<file path="src/exu_pkg.sv">
package exu_pkg;

    localparam int DATA_W     = 32;
    localparam int REG_ADDR_W = 4;
    localparam int OPCODE_W   = 7;
    localparam int IMM_W      = 16;

    // -------------------------------------------------------------------------
    // opcodes
    // -------------------------------------------------------------------------
    localparam logic [OPCODE_W-1:0] OP_ADD  = 7'd0;
    localparam logic [OPCODE_W-1:0] OP_SUB  = 7'd1;
    localparam logic [OPCODE_W-1:0] OP_SHL  = 7'd2;   // ones fill from the right
    localparam logic [OPCODE_W-1:0] OP_SHR  = 7'd3;   // ones fill from the left
    localparam logic [OPCODE_W-1:0] OP_MOV  = 7'd4;
    localparam logic [OPCODE_W-1:0] OP_LDL  = 7'd5;
    localparam logic [OPCODE_W-1:0] OP_LDH  = 7'd6;

    localparam logic [OPCODE_W-1:0] OP_CEQ  = 7'd8;
    localparam logic [OPCODE_W-1:0] OP_CLT  = 7'd9;   // unsigned
    localparam logic [OPCODE_W-1:0] OP_CGT  = 7'd10;  // unsigned
    localparam logic [OPCODE_W-1:0] OP_FNOT = 7'd11;

    localparam logic [OPCODE_W-1:0] OP_JMP  = 7'd14;
    localparam logic [OPCODE_W-1:0] OP_BRF  = 7'd15;  // taken when the flag is set

    // -------------------------------------------------------------------------
    // instruction word
    // -------------------------------------------------------------------------
    // both views share opcode, rd and ra in the same bit positions
    typedef union packed {
        struct packed {
            logic [OPCODE_W-1:0]   opcode;
            logic [REG_ADDR_W-1:0] rd;
            logic [REG_ADDR_W-1:0] ra;
            logic [REG_ADDR_W-1:0] rb;
            logic [12:0]           spare;
        } r;
        struct packed {
            logic [OPCODE_W-1:0]   opcode;
            logic [REG_ADDR_W-1:0] rd;
            logic [REG_ADDR_W-1:0] ra;
            logic                  half;
            logic [IMM_W-1:0]      imm;
        } i;
    } instr_t;

endpackage

</file>
<file path="src/ripple_adder.sv">
`timescale 1ns/1ps

module ripple_adder #(
    parameter int WIDTH = 32
) (
    input  logic [WIDTH-1:0] a,
    input  logic [WIDTH-1:0] b,
    input  logic             carry_in,
    output logic [WIDTH-1:0] sum
);

    // carry[i] is the carry into bit i
    logic [WIDTH-1:0] carry;

    assign carry[0] = carry_in;

    genvar i;
    generate
        for (i = 0; i < WIDTH; i = i + 1)
        begin : g_cell
            // each cell is a full adder whose sum is the parity of its three inputs
            assign sum[i] = a[i] ^ b[i] ^ carry[i];

            if (i < WIDTH - 1)
            begin : g_carry
                assign carry[i+1] = (a[i] & b[i]) | (a[i] & carry[i]) | (b[i] & carry[i]);
            end
            // the carry out of the top cell is not needed
        end
    endgenerate

endmodule

</file>
<file path="src/alu.sv">
`timescale 1ns/1ps

module alu
    import exu_pkg::*;
(
    input  logic [OPCODE_W-1:0] opcode,
    input  logic [DATA_W-1:0]   ra_data,
    input  logic [DATA_W-1:0]   rb_data,
    input  logic [IMM_W-1:0]    imm,
    input  logic                half,
    output logic [DATA_W-1:0]   alu_result,
    output logic                alu_writes
);

    logic              is_sub;
    logic [DATA_W-1:0] add_b;
    logic [DATA_W-1:0] add_sum;
    logic [4:0]        shamt;
    logic [DATA_W-1:0] shl_res;
    logic [DATA_W-1:0] shr_res;
    logic [DATA_W-1:0] load_res;

    // -------------------------------------------------------------------------
    // add and subtract share one adder
    // -------------------------------------------------------------------------
    // subtract is a + ~b + 1
    assign is_sub = (opcode == OP_SUB);
    assign add_b  = is_sub ? ~rb_data : rb_data;

    ripple_adder #(
        .WIDTH    (DATA_W)
    ) i_adder (
        .a        (ra_data),
        .b        (add_b),
        .carry_in (is_sub),
        .sum      (add_sum)
    );

    // -------------------------------------------------------------------------
    // shifts
    // -------------------------------------------------------------------------
    assign shamt = rb_data[4:0];   // amount is rb mod 32

    // invert, shift in zeros, invert back, so the vacated bits end up as ones
    assign shl_res = ~((~ra_data) << shamt);
    assign shr_res = ~((~ra_data) >> shamt);

    // -------------------------------------------------------------------------
    // half-word load
    // -------------------------------------------------------------------------
    // half high puts imm on top and keeps the lower half of ra
    assign load_res = half ? {imm, ra_data[DATA_W-IMM_W-1:0]}
                           : {ra_data[DATA_W-1:IMM_W], imm};

    // -------------------------------------------------------------------------
    // result select
    // -------------------------------------------------------------------------
    always_comb
    begin
        alu_writes = 1'b1;
        case (opcode)
            OP_ADD,
            OP_SUB:
            begin
                alu_result = add_sum;
            end
            OP_SHL:
            begin
                alu_result = shl_res;
            end
            OP_SHR:
            begin
                alu_result = shr_res;
            end
            OP_MOV:
            begin
                alu_result = ra_data;
            end
            OP_LDL,
            OP_LDH:
            begin
                alu_result = load_res;
            end
            default:
            begin
                // flag, branch and unused opcodes write nothing back
                alu_result = '0;
                alu_writes = 1'b0;
            end
        endcase
    end

endmodule

</file>
<file path="src/branch_unit.sv">
`timescale 1ns/1ps

module branch_unit
    import exu_pkg::*;
(
    input  logic                clock,
    input  logic                arst_n,
    input  logic                instr_valid,
    input  logic [OPCODE_W-1:0] opcode,
    input  logic [DATA_W-1:0]   ra_data,
    input  logic [DATA_W-1:0]   rb_data,
    input  logic [DATA_W-1:0]   link_data,
    output logic                cond_flag,
    output logic                branch_taken,
    output logic [DATA_W-1:0]   pc
);

    logic              flag_next;
    logic              taken;
    logic [DATA_W-1:0] pc_next;

    // -------------------------------------------------------------------------
    // condition flag
    // -------------------------------------------------------------------------
    always_comb
    begin
        case (opcode)
            OP_CEQ:  flag_next = (ra_data == rb_data);
            OP_CLT:  flag_next = (ra_data < rb_data);   // operands are unsigned
            OP_CGT:  flag_next = (ra_data > rb_data);
            OP_FNOT: flag_next = ~cond_flag;
            default: flag_next = cond_flag;
        endcase
    end

    // -------------------------------------------------------------------------
    // branch decision
    // -------------------------------------------------------------------------
    // BRF looks at the flag as it stands before this instruction
    assign taken = instr_valid &&
                   ((opcode == OP_JMP) || ((opcode == OP_BRF) && cond_flag));

    assign pc_next = taken ? link_data : pc + DATA_W'(4);

    always_ff @(posedge clock or negedge arst_n)
    begin
        if (!arst_n)
        begin
            cond_flag    <= 1'b0;
            branch_taken <= 1'b0;
            pc           <= '0;
        end
        else
        begin
            branch_taken <= taken;   // one cycle pulse
            if (instr_valid)
            begin
                cond_flag <= flag_next;
                pc        <= pc_next;
            end
        end
    end

endmodule

</file>
<file path="src/reg_file.sv">
`timescale 1ns/1ps

module reg_file
    import exu_pkg::*;
#(
    parameter int NUM_REGS = 16,
    parameter int LINK_REG = 8
) (
    input  logic                  clock,
    input  logic                  arst_n,
    input  logic [REG_ADDR_W-1:0] ra_addr,
    input  logic [REG_ADDR_W-1:0] rb_addr,
    input  logic [REG_ADDR_W-1:0] wr_addr,
    input  logic                  wr_en,
    input  logic [DATA_W-1:0]     wr_data,
    output logic [DATA_W-1:0]     ra_data,
    output logic [DATA_W-1:0]     rb_data,
    output logic [DATA_W-1:0]     link_data
);

    logic [DATA_W-1:0] regs [NUM_REGS];

    always_ff @(posedge clock or negedge arst_n)
    begin
        if (!arst_n)
        begin
            for (int i = 0; i < NUM_REGS; i++)
            begin
                regs[i] <= '0;
            end
        end
        else if (wr_en && (wr_addr < NUM_REGS))   // writes past the top are dropped
        begin
            regs[wr_addr] <= wr_data;
        end
    end

    // unimplemented indices read as zero
    assign ra_data = (ra_addr < NUM_REGS) ? regs[ra_addr] : '0;
    assign rb_data = (rb_addr < NUM_REGS) ? regs[rb_addr] : '0;

    generate
        if (LINK_REG < NUM_REGS)
        begin : g_link
            assign link_data = regs[LINK_REG];
        end
        else
        begin : g_no_link
            assign link_data = '0;
        end
    endgenerate

endmodule

</file>
<file path="src/exu_top.sv">
`timescale 1ns/1ps

module exu_top
    import exu_pkg::*;
#(
    parameter int NUM_REGS = 16,
    parameter int LINK_REG = 8
) (
    input  logic                  clock,
    input  logic                  arst_n,
    input  logic                  instr_valid,
    input  instr_t                instr,
    output logic                  wb_valid,
    output logic [REG_ADDR_W-1:0] wb_addr,
    output logic [DATA_W-1:0]     wb_data,
    output logic                  cond_flag,
    output logic                  branch_taken,
    output logic [DATA_W-1:0]     pc
);

    logic [OPCODE_W-1:0]   opcode;
    logic [REG_ADDR_W-1:0] rd;
    logic [REG_ADDR_W-1:0] ra;
    logic [REG_ADDR_W-1:0] rb;
    logic [IMM_W-1:0]      imm;
    logic                  load_high;
    logic [DATA_W-1:0]     ra_data;
    logic [DATA_W-1:0]     rb_data;
    logic [DATA_W-1:0]     link_data;
    logic [DATA_W-1:0]     alu_result;
    logic                  alu_writes;
    logic                  wr_en;

    // -------------------------------------------------------------------------
    // instruction fields
    // -------------------------------------------------------------------------
    assign opcode = instr.r.opcode;
    assign rd     = instr.r.rd;
    assign ra     = instr.r.ra;
    assign rb     = instr.r.rb;
    assign imm    = instr.i.imm;

    // LDH replaces the upper half and LDL the lower one
    assign load_high = (opcode == OP_LDH);

    assign wr_en = instr_valid && alu_writes;

    reg_file #(
        .NUM_REGS  (NUM_REGS),
        .LINK_REG  (LINK_REG)
    ) i_reg_file (
        .clock     (clock),
        .arst_n    (arst_n),
        .ra_addr   (ra),
        .rb_addr   (rb),
        .wr_addr   (rd),
        .wr_en     (wr_en),
        .wr_data   (alu_result),
        .ra_data   (ra_data),
        .rb_data   (rb_data),
        .link_data (link_data)
    );

    alu i_alu (
        .opcode     (opcode),
        .ra_data    (ra_data),
        .rb_data    (rb_data),
        .imm        (imm),
        .half       (load_high),
        .alu_result (alu_result),
        .alu_writes (alu_writes)
    );

    branch_unit i_branch (
        .clock        (clock),
        .arst_n       (arst_n),
        .instr_valid  (instr_valid),
        .opcode       (opcode),
        .ra_data      (ra_data),
        .rb_data      (rb_data),
        .link_data    (link_data),
        .cond_flag    (cond_flag),
        .branch_taken (branch_taken),
        .pc           (pc)
    );

    // -------------------------------------------------------------------------
    // write-back report
    // -------------------------------------------------------------------------
    always_ff @(posedge clock or negedge arst_n)
    begin
        if (!arst_n)
            wb_valid <= 1'b0;
        else
            wb_valid <= wr_en;   // also set for rd beyond NUM_REGS
    end

    always_ff @(posedge clock)
    begin
        if (wr_en)
        begin
            wb_addr <= rd;
            wb_data <= alu_result;
        end
    end

endmodule

</file>
<file path="config.mk">
export PLATFORM = sky130hd
export DESIGN_NAME = exu_top
export DESIGN_NICKNAME = d
export VERILOG_FILES = /design/src/exu_pkg.sv /design/src/ripple_adder.sv /design/src/alu.sv /design/src/branch_unit.sv /design/src/reg_file.sv /design/src/exu_top.sv
export SDC_FILE = /design/constraint.sdc
export NUM_CORES = 2
export LEC_CHECK = 0
export ABC_AREA = 1
export BUFFER_PORTS_ARGS = -buffer_cell sky130_fd_sc_hd__buf_2
export CAP_MARGIN = 20
export CELL_PAD_IN_SITES_DETAIL_PLACEMENT = 1
export CELL_PAD_IN_SITES_GLOBAL_PLACEMENT = 2
export CORE_MARGIN = 3
export CORE_UTILIZATION = 37
export CTS_CLUSTER_SIZE = 10
export DETAILED_ROUTE_END_ITERATION = 16
export GPL_TIMING_DRIVEN = 0
export PLACE_DENSITY = 0.87
export SLEW_MARGIN = 20
export SYNTH_ARGS = -nofsm -noshare
export SYNTH_HDL_FRONTEND = slang
export SYNTH_SLANG_ARGS = --single-unit
</file>
<file path="constraint.sdc">
create_clock -name clock -period 21.6 [get_ports clock]
set_clock_uncertainty 0.15 [all_clocks]
set_input_delay 1.08 -clock clock [delete_from_list [all_inputs] [get_ports clock]]
set_output_delay 1.08 -clock clock [all_outputs]
set_load 0.02 [all_outputs]
</file>
## Word level (Yosys, flattened, before mapping)

Cells that the tools add are included.

| cells by class | value |
|---|---|
| add/sub/neg operators | 1 |
| magnitude comparators | 6 |
| equal/unequal tests | 13 |
| shifts and indexed selects | 2 |
| muxes and demuxes | 15 |
| bitwise logic cells | 227 |
| reductions and logical operators | 11 |

Operators by type and width:

| cell | count |
|---|---|
| bitwise mux 512 bit | 1 |
| binary-select mux 32 bit (select 4 bit) | 2 |
| 2-to-1 mux 32 bit | 8 |
| one-hot mux 32 bit (5 select lines) | 1 |
| demux 32 bit (select 4 bit) | 1 |
| NOT 32 bit | 4 |
| bitwise AND 1 bit | 93 |
| bitwise XOR 1 bit | 64 |
| OR 1 bit | 62 |
| equality test 7 x 4 -> 1 bit (second input constant) | 6 |
| adder 32 x 3 -> 32 bit (second input constant) | 1 |
| equality test 32 bit | 1 |
| > comparator 32 bit | 1 |
| less-than comparator 32 bit | 1 |
| left shift 32 x 5 -> 32 bit | 1 |
| right shift 32 x 5 -> 32 bit | 1 |
| equality test 7 x 3 -> 1 bit (second input constant) | 3 |
| >= comparator 5 bit (second input constant) | 3 |
| NOT 4 -> 5 bit | 3 |
| equality test 7 x 2 -> 1 bit (second input constant) | 2 |
| equality test 7 x 1 -> 1 bit (second input constant) | 1 |
| logical NOT 7 bit | 1 |
| OR reduction 7 bit | 1 |
| less-than comparator 5 x 1 -> 1 bit (second input constant) | 1 |
| 8 further kinds | 12 |

| storage, ports and cells | value |
|---|---|
| register bits after elaboration | 583 |
| input port bits | 35 |
| output and inout port bits | 71 |
| word-level logic and storage cells | 297 |

## Longest topological paths before layout

| depth | value |
|---|---|
| word-level depth | 102 |
| gate-level depth with buffers | 54 |
| gate-level depth less buffers | 50 |

## Modules after synthesis

Synthesis repeated with hierarchy kept, for this count alone.

| second synthesis, totals | value |
|---|---|
| cell total of the unflattened synthesis | 6041 |
| area total of the unflattened synthesis | 39858.2 um^2 |

By module, submodules not included:

| module | instances | cells an instance | area an instance (um^2) | seq. area each (um^2) |
|---|---|---|---|---|
| reg_file | 1 | 4444 | 29799.8 | 12812.3 |
| alu | 1 | 1026 | 4954.8 | 0.0 |
| branch_unit | 1 | 480 | 3284.4 | 850.8 |
| exu_top | 1 | 46 | 1142.3 | 1106.1 |
| ripple_adder | 1 | 45 | 676.9 | 0.0 |

## Worst setup path after synthesis

No wires, ideal clock.

| timing path | value |
|---|---|
| path kind | input-to-reg |
| start point | input instr[17] in the netlist's numbering |
| end point | register wb_data[31], data pin |
| setup time | 256 ps |
| arrival | 16109 ps |
| required time | 21194 ps |
| setup slack | 5084 ps |
| stages on the path | 51 |
| buffers on the path | 5 |
| cell sequence | buf_6 > buf_12 > buf_6 > buf_6 > o211ai_1 > nand3_1 > nand3_1 > nand2_1 > nand2_2 > o21ai_0 > fa_1 > inv_1 > fa_1 > inv_1 > fa_1 > inv_1 > fa_1 > inv_1 > [15 not listed] > fa_1 > fa_1 > fa_1 > fa_1 > fa_1 > fa_1 > fa_1 > fa_1 > fa_1 > fa_1 > fa_1 > xor2_1 > nand2_1 > nand2_1 > o22ai_1 > nor2_1 > nand2_2 > buf_6 |

| between the ends | value |
|---|---|
| cells in the longest elaborated chain, start to end | 99 |
| elaborated cells between the ends (all ways) | 167 |
| those cells by class | shift (2); mux (5); bitwise (160) |

RTL lines:

| item | line | text |
|---|---|---|
| start, declared | exu_top.sv:12 | `input instr_t instr,` |
| NOT 4 -> 5 bit (not written as such) (*) | reg_file.sv:39 | `assign ra_data = (ra_addr < NUM_REGS) ? regs[ra_addr] : '0;` |
| binary-select mux 32 bit (select 4 bit) (*) | reg_file.sv:39 |  |
| 2-to-1 mux 32 bit (not written as such) (*) (2 in series) | reg_file.sv:39 |  |
| bitwise AND 1 bit | ripple_adder.sv:26 | `assign carry[i+1] = (a[i] & b[i]) \| (a[i] & carry[i]) \| (b[i] & carry[i]);` |
| OR 1 bit (2 in series) | ripple_adder.sv:26 |  |
| bitwise AND 1 bit | ripple_adder.sv:26 |  |
| OR 1 bit (2 in series) | ripple_adder.sv:26 |  |
| bitwise AND 1 bit | ripple_adder.sv:26 |  |
| [78 not listed] | - |  |
| OR 1 bit (2 in series) | ripple_adder.sv:26 |  |
| bitwise AND 1 bit | ripple_adder.sv:26 |  |
| OR 1 bit (2 in series) | ripple_adder.sv:26 |  |
| bitwise AND 1 bit | ripple_adder.sv:26 |  |
| OR 1 bit (2 in series) | ripple_adder.sv:26 |  |
| bitwise XOR 1 bit | ripple_adder.sv:22 | `assign sum[i] = a[i] ^ b[i] ^ carry[i];` |
| one-hot mux 32 bit (5 select lines) (*) | alu.sv:61 | `case (opcode)` |
| net alu_result[31] | exu_top.sv:30 | `logic [DATA_W-1:0] alu_result;` |
| end signal, assigned | exu_top.sv:103 | `wb_data <= alu_result;` |
| end, declared | exu_top.sv:15 | `output logic [DATA_W-1:0] wb_data,` |

Mark *: on every way through the listed nets, which the timed path passes. The rest lies on a longest branch. The select of a mux whose other input is x is not followed.
A chain may end at the register's enable or synchronous reset.

## Worst setup path in the final report

| timing path | value |
|---|---|
| start point | input instr[19] in the netlist's numbering |
| end point | register i_reg_file.regs, in the netlist i_reg_file.link_data[31] |

| between the ends | value |
|---|---|
| cells in the longest elaborated chain, start to end | 100 |
| elaborated cells between the ends (all ways) | 168 |
| those cells by class | shift (2); mux (6); bitwise (160) |

RTL lines:

| item | line | text |
|---|---|---|
| NOT 4 -> 5 bit (not written as such) (*) | reg_file.sv:39 |  |
| binary-select mux 32 bit (select 4 bit) (*) | reg_file.sv:39 |  |
| 2-to-1 mux 32 bit (not written as such) (*) (2 in series) | reg_file.sv:39 |  |
| bitwise AND 1 bit | ripple_adder.sv:26 |  |
| OR 1 bit (2 in series) | ripple_adder.sv:26 |  |
| bitwise AND 1 bit | ripple_adder.sv:26 |  |
| OR 1 bit (2 in series) | ripple_adder.sv:26 |  |
| bitwise AND 1 bit | ripple_adder.sv:26 |  |
| [80 not listed] | - |  |
| bitwise AND 1 bit | ripple_adder.sv:26 |  |
| OR 1 bit (2 in series) | ripple_adder.sv:26 |  |
| bitwise AND 1 bit | ripple_adder.sv:26 |  |
| OR 1 bit (2 in series) | ripple_adder.sv:26 |  |
| bitwise XOR 1 bit | ripple_adder.sv:22 |  |
| one-hot mux 32 bit (5 select lines) (*) | alu.sv:61 |  |
| net alu_result[31] | exu_top.sv:30 |  |
| bitwise mux 512 bit (*) | reg_file.sv:34 | `regs[wr_addr] <= wr_data;` |
| end signal, assigned by index | reg_file.sv:34 |  |
| end, declared | reg_file.sv:21 | `logic [DATA_W-1:0] regs [NUM_REGS];` |

Marked as above.

==> run_results.csv <==
group,metric,value,unit
run_status,status,"completed",
sta,slew_violations,0,
finish,final_common_cell,"nand2_1",
placed_design,routabilityCongestion,1.06,
sta,finalHoldViolCount,0,
worst_setup_path,crit_top_cell,"fa_1",
clock_tree,cts.clk_slew.worst_paths,0.06,ns
sta,fin_tns_setup,0,ns
floorplanning,coreArea,105000,sq um
sta,layout_setup_ws,3.23,ns
worst_setup_path,path_class,"primary input to flip-flop",
min_path,worstHoldPathType,"primary input to async pin",
finish,layout.nets,6045,
route,wl_per_cell,37.2,um
route,drc_errors,0,
pwr,netSwitchingPower,1160,uW
grt,grt_max_degree,95,
pwr,powerDensity,71.3,nW/um^2
sta,setup_viol,0,
worst_setup_path,r2r_setup_slack,4.18,ns
finish,syn_to_final_growth,12.8,%
placed_design,place_area,42000,sq um
route,ant_nets,0,
pwr,internal-power,2000,uW
synth,synth.cell_area,39300,sq um
grt,grt_pass1_vias,45600,
pwr,combPwrFrac,24.8,%
floorplanning,rows,118,
route,drt-pass1-iter-count,6,
pwr,peakVddDrop,81.1,uV
placed_design,portBuffers,100,
clock_tree,post-cts-setup-buffer-count,0,
clock_tree,cts-root-buf,"clkbuf_16",
synth,syn-num-nets,5854,
pwr,p_sw_share,36.6,%
worst_setup_path,cp-start-kind,"primary input",
pwr,power_frac_seq,36.1,%
clock_tree,cts_buffer_depth,3,
placed_design,dp_slack,2.75,ns
worst_setup_path,critical-path-slowest-cell,"buf_1",
route,routed_wl,275,mm
sta,timing_worst_slew_pin_value,1.46,ns
pwr,power.total,3160,uW
clock_tree,cts_buffers,73,
route,via_per_inst,6.44,
floorplanning,initial_core_util,37.6,%
clock_tree,cts_resized,0,
pwr,pwr-share-clk,39.0,%
synth,ys_warn_count,0,
placed_design,dp_hpwl,204,mm
finish,postLayoutCellArea,44400,sq um
clock_tree,clk-insertion-delay-late,0.70,ns
clock_tree,tritoncts,"done",
synth,synth.yosys.seq_area_share,37.6,%
clock_tree,hold_buffers,0,
worst_setup_path,r2r_start,"i_reg_file.link_data[1]",
sta,max_freq,0.0545,GHz
sta,fin_crit,18.37,ns
grt,grt.total_usage,48.5,%
worst_setup_path,reg2reg_depth,52,
route,drtIter0Drc,7024,
floorplanning,die_x,332,um
worst_setup_path,cp_num_buf_inv,8,
job,cap_viol_max_count,0,
floorplanning,die_height,332,um
floorplanning,design.portCount,106,
route,via_count,47700,
worst_setup_path,crit_arrival,18.82,ns
worst_setup_path,timing.rr.end,"i_reg_file.link_data[31]",
finish,drive_gt1_share,10.4,%
worst_setup_path,slowest_delay,0.94,ns
worst_setup_path,crit_family,"adder cells",
clock_tree,clock_sinks,583,
synth,synth-seq-cells,583,
grt,grt_antenna_before_repair,42,
synth,ys_types,51,
grt,globalRoute.totalOverflow,0,
sta,period_share,85.0,%
floorplanning,die_area,110000,sq um
pwr,p_leak,0.0221,uW
worst_setup_path,required,22.05,ns
synth,avgSynthCellArea,6.83,sq um
finish,final_cell_mix,"nand2_1, nand3_1, dfrtp_1",
grt,grt_pass1_wl,372,mm
worst_setup_path,end_kind,"flip-flop",
synth,syn_inst,5755,
sta,rsz0062_at_grt,"no",
sta,relSlewSlack,2.50,%
clock_tree,h-tree-depth,3,
worst_setup_path,critPathMaxFanout,10,
==> synthesized netlist by cell type, drive strengths merged <==
library cell | count | share of area [%]
a211oi | 1 | 0.019
a21oi | 218 | 2.9
a221o | 2 | 0.051
a221oi | 8 | 0.18
a22oi | 4 | 0.076
a31oi | 2 | 0.032
a32o | 1 | 0.025
a32oi | 1 | 0.022
and3 | 1 | 0.016
buf | 239 | 4.3
clkbuf | 186 | 1.8
clkinv | 2 | 0.019
dfrtp | 547 | 35
edfxtp | 36 | 2.7
fa | 30 | 1.5
ha | 34 | 1.1
inv | 357 | 3.4
nand2 | 2337 | 23
nand3 | 595 | 7.8
nand4 | 14 | 0.22
nor2 | 293 | 2.8
nor3 | 27 | 0.52
nor4 | 4 | 0.064
o211a | 1 | 0.025
o211ai | 156 | 3.2
o21a | 4 | 0.076
o21ai | 486 | 6.2
o221ai | 55 | 1.3
o22ai | 16 | 0.25
or2 | 44 | 0.70
xnor2 | 35 | 0.78
xor2 | 19 | 0.42
==> cell families after synthesis <==
logic type / share of synthesized area (%)
flip-flops: 37.6
buffers and inverters: 9.53
AND/OR/NAND/NOR: 34.9
AO/OA/AOI/OAI: 14.2
adder cells (fa/ha/maj): 2.61
XOR/XNOR: 1.20
==> stage by stage <==
| step | utilization [%] | hold slack, ns | cells |
|---|---|---|---|
| final | 42.4 | 0.0824 | 7404 |
| after global routing | 42.4 | 0.0862 | 7371 |
| after CTS | 42.3 | 0.0688 | 7369 |
| after detailed placement | 40.2 | 0.315 | 7251 |
| after global placement | 39.7 | 0.313 | 7235 |
| after floorplan | - | 0.299 | 5755 |
==> metal layers <==
layer / vias to the layer above / global-route usage (%) / share of wire [%]
met5: - / 0 / 0.037
met4: 14 / 35.0 / 9.1
met3: 1189 / 16.5 / 12
met2: 3677 / 69.6 / 41
met1: 23700 / 60.6 / 38
li1: 19100 / - / -
==> registers in the layout, summed over array words and instances (netlist names) <==
register and cells:
i_branch.branch_taken 1, i_branch.cond_flag 1, i_branch.pc 32, i_reg_file.link_data 32, i_reg_file.regs 480, wb_addr 4, wb_data 32, wb_valid 1
==> power by group through the flow <==
stage / sequential, uW / clock (uW) / combinational, uW
6_report: 1140 / 1230 / 784
2_1_floorplan: 1170 / 0 / 370
3_5_place_dp: 1160 / 0 / 732
3_3_place_gp: 1160 / 0 / 719
4_1_cts: 1140 / 1230 / 736
5_1_grt: 1140 / 1270 / 800
==> worst register-to-register path: cells and delay by family, from the launching register on <==
family | cells | cell delay, ns
fa+ha+maj | 30 | 13.37
simple gates | 10 | 1.46
compound gates | 2 | 0.25
flops | 1 | 0.38
xor+xnor | 2 | 0.34
buf+inv | 8 | 1.39
==> how the worst max path moves through the flow <==
stage                    from  cells after the start                  endpoint
CTS                 instr[19]                     51      i_reg_file.regs[127]
global placement    instr[19]                     48               wb_data[31]
detailed placement  instr[19]                     51      i_reg_file.regs[127]
global route        instr[19]                     51  i_reg_file.link_data[31]
floorplan           instr[17]                     51               wb_data[31]
finish              instr[19]                     51  i_reg_file.link_data[31]
==> area by class of cell <==
type	instances	area [sq um]
antenna	35	87.6
buffer	425	2430
clock buffer	105	2080
clock inverter	13	199
fill	13500	60200
inverter	359	1360
multi-input combinational	4388	20900
sequential	583	14800
tap	1380	1730
timing repair buffer	116	837
Note: power is estimated with default switching activity, not from simulation.
